`config.mk`:
```
export PLATFORM = sky130hd
export DESIGN_NAME = ex_stage
export DESIGN_NICKNAME = d
export VERILOG_FILES = /design/src/source/ex_pkg.sv /design/src/source/ex_alu.sv /design/src/source/ex_mult.sv /design/src/source/ex_stage.sv
export VERILOG_INCLUDE_DIRS = /design/src /design/src/source
export SDC_FILE = /design/constraint.sdc
export NUM_CORES = 2
export LEC_CHECK = 0
export ABC_AREA = 1
export BUFFER_PORTS_ARGS = -buffer_cell sky130_fd_sc_hd__buf_4
export CAP_MARGIN = 20
export CORE_MARGIN = 2
export CORE_UTILIZATION = 55
export CTS_CLUSTER_DIAMETER = 80
export DETAILED_ROUTE_END_ITERATION = 8
export GPL_TIMING_DRIVEN = 0
export PLACE_DENSITY = 0.73
export REMOVE_ABC_BUFFERS = 1
export SLEW_MARGIN = 20
export SYNTH_ARGS = -nofsm -noshare
export SYNTH_HDL_FRONTEND = slang
export SYNTH_HIERARCHICAL = 1
export SYNTH_SLANG_ARGS = --single-unit
```
`constraint.sdc`:
```
create_clock -name clk -period 22.4 [get_ports clk]
set_input_delay 3.36 -clock clk [delete_from_list [all_inputs] [get_ports clk]]
set_output_delay 3.36 -clock clk [all_outputs]
set_load 0.01 [all_outputs]
```
`src/source/ex_settings.svh`:
```
`ifndef EX_SETTINGS_SVH
`define EX_SETTINGS_SVH

// Operand and result width of the execute stage
`define EX_DATA_W 32

// Subword width used by the vectorial multiplier
`define EX_HALF_W 16

// Width of the ALU opcode field
`define EX_ALU_OP_W 4

`endif

```
`src/source/ex_pkg.sv`:
```
`default_nettype none

`include "ex_settings.svh"

package ex_pkg;

  ////////////////////////////////////////////////////////////////////////////
  // ALU opcodes
  ////////////////////////////////////////////////////////////////////////////

  // Shift amount comes from the low bits of operand B
  // Compares return 1 or 0
  typedef enum logic [`EX_ALU_OP_W-1:0] {
    ALU_ADD  = 4'd0,
    ALU_SUB  = 4'd1,
    ALU_AND  = 4'd2,
    ALU_OR   = 4'd3,
    ALU_XOR  = 4'd4,
    ALU_SLL  = 4'd5,
    ALU_SRL  = 4'd6,
    ALU_SRA  = 4'd7,
    ALU_SLT  = 4'd8,
    ALU_SLTU = 4'd9
  } alu_op_e;

  ////////////////////////////////////////////////////////////////////////////
  // Multiplier control and execute request
  ////////////////////////////////////////////////////////////////////////////

  // Bit 1 of each pair refers to operand A, bit 0 to operand B
  typedef struct packed {
    logic       mac_en;
    logic       vector_mode;
    logic [1:0] sel_subword;
    logic [1:0] signed_mode;
  } mult_ctrl_t;

  // One request into the execute stage, 107 bits
  typedef struct packed {
    logic [`EX_DATA_W-1:0] op_a;
    logic [`EX_DATA_W-1:0] op_b;
    logic [`EX_DATA_W-1:0] op_c;
    alu_op_e               alu_op;
    logic                  mult_sel;
    mult_ctrl_t            mult_ctrl;
  } ex_req_t;

endpackage

`default_nettype wire

```
`src/source/ex_alu.sv`:
```
`timescale 1ns/1ps
`default_nettype none

`include "ex_settings.svh"

module ex_alu
(
  input  logic [`EX_DATA_W-1:0] op_a_i,
  input  logic [`EX_DATA_W-1:0] op_b_i,
  input  ex_pkg::alu_op_e       alu_op_i,
  output logic [`EX_DATA_W-1:0] result_o
);

  localparam int SHAMT_W = $clog2(`EX_DATA_W);

  // Bit order reversal, lets the right shifter do left shifts too
  function automatic logic [`EX_DATA_W-1:0] bit_rev(input logic [`EX_DATA_W-1:0] d);
    logic [`EX_DATA_W-1:0] r;
    for (int i = 0; i < `EX_DATA_W; i++)
    begin
      r[i] = d[`EX_DATA_W-1-i];
    end
    return r;
  endfunction

  logic                  sub_en;
  logic [`EX_DATA_W-1:0] adder_b;
  logic [`EX_DATA_W:0]   adder_sum;
  logic                  overflow;
  logic                  lt_signed;
  logic                  lt_unsigned;

  logic                  shift_left;
  logic                  shift_fill;
  logic [SHAMT_W-1:0]    shift_amt;
  logic [`EX_DATA_W-1:0] shift_in;
  logic [`EX_DATA_W:0]   shift_ext;
  logic [`EX_DATA_W-1:0] shift_out;

  ////////////////////////////////////////////////////////////////////////////
  // Shared adder
  ////////////////////////////////////////////////////////////////////////////

  // Subtract for SUB and both compares
  assign sub_en = (alu_op_i == ex_pkg::ALU_SUB) || (alu_op_i == ex_pkg::ALU_SLT) ||
                  (alu_op_i == ex_pkg::ALU_SLTU);

  // Two's complement, invert B and carry in one
  assign adder_b   = sub_en ? ~op_b_i : op_b_i;
  assign adder_sum = {1'b0, op_a_i} + {1'b0, adder_b} + {{`EX_DATA_W{1'b0}}, sub_en};

  // Overflow when operand signs differ and result sign flips away from A
  assign overflow    = (op_a_i[`EX_DATA_W-1] != op_b_i[`EX_DATA_W-1]) &&
                       (adder_sum[`EX_DATA_W-1] != op_a_i[`EX_DATA_W-1]);
  assign lt_signed   = adder_sum[`EX_DATA_W-1] ^ overflow;
  // No carry out means a borrow, so A below B
  assign lt_unsigned = ~adder_sum[`EX_DATA_W];

  ////////////////////////////////////////////////////////////////////////////
  // Shifter
  ////////////////////////////////////////////////////////////////////////////

  assign shift_left = (alu_op_i == ex_pkg::ALU_SLL);
  assign shift_amt  = op_b_i[SHAMT_W-1:0];
  // Sign fill only for the arithmetic shift
  assign shift_fill = (alu_op_i == ex_pkg::ALU_SRA) & op_a_i[`EX_DATA_W-1];
  assign shift_in   = shift_left ? bit_rev(op_a_i) : op_a_i;
  assign shift_ext  = $unsigned($signed({shift_fill, shift_in}) >>> shift_amt);
  assign shift_out  = shift_left ? bit_rev(shift_ext[`EX_DATA_W-1:0])
                                 : shift_ext[`EX_DATA_W-1:0];

  // Result select, unused encodings give zero
  always_comb
  begin
    case (alu_op_i)
      ex_pkg::ALU_ADD,
      ex_pkg::ALU_SUB:  result_o = adder_sum[`EX_DATA_W-1:0];
      ex_pkg::ALU_AND:  result_o = op_a_i & op_b_i;
      ex_pkg::ALU_OR:   result_o = op_a_i | op_b_i;
      ex_pkg::ALU_XOR:  result_o = op_a_i ^ op_b_i;
      ex_pkg::ALU_SLL,
      ex_pkg::ALU_SRL,
      ex_pkg::ALU_SRA:  result_o = shift_out;
      ex_pkg::ALU_SLT:  result_o = {{(`EX_DATA_W-1){1'b0}}, lt_signed};
      ex_pkg::ALU_SLTU: result_o = {{(`EX_DATA_W-1){1'b0}}, lt_unsigned};
      default:          result_o = '0;
    endcase
  end

endmodule

`default_nettype wire

```
`src/source/ex_mult.sv`:
```
`timescale 1ns/1ps
`default_nettype none

`include "ex_settings.svh"

module ex_mult
(
  input  ex_pkg::mult_ctrl_t    ctrl_i,
  input  logic [`EX_DATA_W-1:0] op_a_i,
  input  logic [`EX_DATA_W-1:0] op_b_i,
  input  logic [`EX_DATA_W-1:0] mac_i,
  output logic [`EX_DATA_W-1:0] result_o
);

  logic [`EX_DATA_W-1:0] op_a_sel;
  logic [`EX_DATA_W-1:0] op_b_sel;
  logic [`EX_DATA_W-1:0] mac_int;
  logic [`EX_HALF_W-1:0] half_a;
  logic [`EX_HALF_W-1:0] half_b;

  ////////////////////////////////////////////////////////////////////////////
  // Subword selection
  ////////////////////////////////////////////////////////////////////////////

  // Upper or lower halfword of each operand
  assign half_a = ctrl_i.sel_subword[1] ? op_a_i[`EX_DATA_W-1:`EX_HALF_W]
                                        : op_a_i[`EX_HALF_W-1:0];
  assign half_b = ctrl_i.sel_subword[0] ? op_b_i[`EX_DATA_W-1:`EX_HALF_W]
                                        : op_b_i[`EX_HALF_W-1:0];

  always_comb
  begin
    // Full words unless vector mode
    op_a_sel = op_a_i;
    op_b_sel = op_b_i;

    if (ctrl_i.vector_mode)
    begin
      // Zero or sign extension per operand
      op_a_sel = {{(`EX_DATA_W-`EX_HALF_W){ctrl_i.signed_mode[1] & half_a[`EX_HALF_W-1]}},
                  half_a};
      op_b_sel = {{(`EX_DATA_W-`EX_HALF_W){ctrl_i.signed_mode[0] & half_b[`EX_HALF_W-1]}},
                  half_b};
    end
  end

  ////////////////////////////////////////////////////////////////////////////
  // Multiply and accumulate
  ////////////////////////////////////////////////////////////////////////////

  // Addend is zero without accumulate
  assign mac_int = ctrl_i.mac_en ? mac_i : '0;

  // Low half of the product only, wraps modulo 2^32
  assign result_o = mac_int + op_a_sel * op_b_sel;

endmodule

`default_nettype wire

```
`src/source/ex_stage.sv`:
```
`timescale 1ns/1ps
`default_nettype none

`include "ex_settings.svh"

module ex_stage
(
  input  logic                  clk,
  input  logic                  rst_n_i,
  input  logic                  req_valid_i,
  input  ex_pkg::ex_req_t       req_i,
  output logic [`EX_DATA_W-1:0] result_o,
  output logic                  result_valid_o
);

  logic [`EX_DATA_W-1:0] alu_result;
  logic [`EX_DATA_W-1:0] mult_result;
  logic [`EX_DATA_W-1:0] unit_result;

  ////////////////////////////////////////////////////////////////////////////
  // Execution units
  ////////////////////////////////////////////////////////////////////////////

  // Integer ALU on operands A and B
  ex_alu alu_i
  (
    .op_a_i   (req_i.op_a),
    .op_b_i   (req_i.op_b),
    .alu_op_i (req_i.alu_op),
    .result_o (alu_result)
  );

  // Multiplier, operand C is the addend
  ex_mult mult_i
  (
    .ctrl_i   (req_i.mult_ctrl),
    .op_a_i   (req_i.op_a),
    .op_b_i   (req_i.op_b),
    .mac_i    (req_i.op_c),
    .result_o (mult_result)
  );

  // Unit select
  assign unit_result = req_i.mult_sel ? mult_result : alu_result;

  ////////////////////////////////////////////////////////////////////////////
  // Result register
  ////////////////////////////////////////////////////////////////////////////

  // One cycle latency, strobe high for one cycle per request
  always_ff @(posedge clk)
  begin
    if (!rst_n_i)
    begin
      result_valid_o <= 1'b0;
    end
    else
    begin
      result_valid_o <= req_valid_i;
    end
  end

  // Holds last value while idle
  always_ff @(posedge clk)
  begin
    if (!rst_n_i)
    begin
      result_o <= '0;
    end
    else if (req_valid_i)
    begin
      result_o <= unit_result;
    end
  end

endmodule

`default_nettype wire

```
==> results.yml <==
setup_path:
  arrival_ps: 13280
  cp.required_ps: 22560
  critical_path_class: "input port to flop"
  reg2regPathDepth: 2
  cp_common_cell: "inv_1"
  worstSetupEndpointType: "flop"
  worstPathMaxFanout: 36
  start_kind: "input port"
  crit_slowest_cell: "clkinv_1"
  slowest_delay_ps: 1170
yosys:
  syn_area_mm2: 0.0258
  yosysTopAreaCell: "fa_1"
  synth_edf_count: 0
  ys_types: 51
  async_reset_ff_share_pct: 0
  ys.flop_type: "dfxtp_1"
  netlist.area_leader.share_pct: 34.0
  ys_top_cells_by_count: "nand2_1 (809), inv_1 (740), nor2_1 (530)"
  ys_seq_area_share_pct: 2.56
  ys_warn_count: 6
  yosysMostFrequentCell: "nand2_1"
  ys_seq_elements: 33
  synth_area_leaders: "fa_1 (34%), nand2_1 (12%), inv_1 (11%), ha_1 (11%), nor2_1 (7.7%)"
  syn_inst: 3770
  syn_avg_cell_area_um2: 6.85
sta:
  slew_headroom_pct: 18.6
  tightestPinTransition_ps: 1220
  finalHoldViolCount: 0
  finalCritPeriodShare_pct: 58.5
  tns_ps: 0
  fmax_ghz: 0.0763
  setup_violations: 0
  skew_ps: 0
  finalMaxSlewViolations: 0
  setup_slack_ps: 9290
  rsz0062_at_grt: "false"
  min_period_ps: 13110
detailed_routing:
  drc: 0
  post_drt_wl_per_cell_um: 20.6
  wl_um: 90700
  drtIter0Drc: 2797
  ant_nets: 0
  first_pass_iters: 7
  vias_per_cell: 5.71
  vias: 25100
layout:
  syn_to_final_growth_pct: 6.20
  drive_above_1_share_pct: 6.89
  design_area_mm2: 0.0274
  fin_nets: 4554
  fill_cells: 4558
  ff_latch_area_um2: 661
  multi_input_area_mm2: 0.0216
  final_core_util_pct: 59.0
floorplanning:
  coreArea_mm2: 0.0465
  dieWidth_um: 221
  die_h_um: 221
  start_util_pct: 55.6
  dieArea_mm2: 0.0487
  io_pins: 143
  std_cell_rows: 79
global_route:
  antenna_found_initial: 4
  grt_usage_pct: 37.8
  overflow: 0
  grt_start_max_net_pins: 66
  grt_pass1_vias: 24100
  grt_pass1_wl_um: 139000
worst_hold_path:
  hp-class: "flop to flop"
  hold_path_depth: 2
placed_design:
  finalWeightedCongestion: 1.02
  dp_hpwl_um: 74600
  post_dp_cell_area_mm2: 0.0272
  io_buffers: 142
  place_ws_ps: 9220
cts:
  clock_latency_ps: 280
  cts_sinks: 33
  cts_max_level: 2
  ctsHoldBuffers: 0
  ctsResizeCount: 0
  cts_buffer_depth: 2
  post_cts_buffers: 0
  root_buffer: "clkbuf_16"
  clkSlewWorstSetupHoldPaths_ps: 60
  cts_tree: "built"
  cts_buffers: 5
flow_run:
  maxCapViolCount: 0
outcome:
  outcome: "completed"
-- layout by cell type, fill, tap and decap left out, types with 4 or more instances in the layout --
master	instances
o21a_1	14
nand2_2	9
a21o_1	7
o21bai_1	6
buf_6	5
nor3_1	10
o21ai_2	13
clkinv_1	9
dfxtp_1	33
a211oi_1	5
o21ai_1	19
a21boi_0	6
o211ai_2	4
a21oi_1	79
nand2_1	809
nor2_1	528
xnor2_1	17
ha_1	220
o21ai_0	84
nand3_1	367
inv_2	21
or2_2	27
fa_1	439
o211ai_1	6
a31oi_1	5
nand3b_1	7
inv_1	738
xor2_1	65
clkbuf_16	5
nand4_1	13
buf_16	5
buf_4	142
o21ai_4	14
a221oi_1	26
-- logic make-up (layout without fill, tap and decap cells) --
logic type | count (synthesis) | in the layout | synth area share [%]
buffers and inverters | 914 | 930 | 14.0
flip-flops | 33 | 33 | 2.56
adder cells (fa/ha/maj) | 659 | 659 | 44.7
AND/OR/NAND/NOR | 1782 | 1782 | 28.5
XOR/XNOR | 82 | 82 | 2.78
other | 0 | 2 | 0
AO/OA/AOI/OAI | 300 | 300 | 7.39
-- through the flow --
stage | hold WS (ps) | std cells
floorplan | 524 | 3624
global placement | 496 | 4373
detailed placement | 502 | 4384
CTS | 528 | 4392
global route | 542 | 4394
finish | 519 | 4395
-- flip-flops by register name, indices dropped and copies added, names as in the netlist --
register,flops
result_valid_o,1
result_o,32
-- critical path, delay by kind of cell --
kind,cells,cell delay [ps]
adders and majority gates,9,3890
buffers and inverters,9,1880
AOI/OAI and AO/OA,3,1400
and+or+nand+nor,12,2700
-- area by class of cell --
class                   count  share of cell area, %
diodes                      2                 0.0183
clock buffers               5                  0.456
repair buffers            154                   4.74
well taps                 607                   2.77
clock inverters             3                  0.169
inverters                 768                   10.5
flip-flops and latches     33                   2.41
multi-input cells        2823                   78.9
-- layer usage --
layer / wire, µm / up-vias / global-route usage [%]
met2: 39600 / 1405 / 58.8
met5: 28 / - / 0
li1: - / 11500 / -
met3: 9110 / 310 / 6.65
met4: 6140 / 4 / 20.4
met1: 35800 / 11900 / 50.2
-- worst paths after layout --
path	slack [ps]	from	end
worst min-delay path	520	result_o[14]	result_o[14]
worst min register to register	520	result_o[14]	result_o[14]
worst max-delay path	9290	req_i[4]	result_o[31]
worst max register to register	21740	result_o[28]	result_o[28]
Power is not shown: default switching activity piles up to over one toggle a cycle in this logic, so the estimate is an artifact.
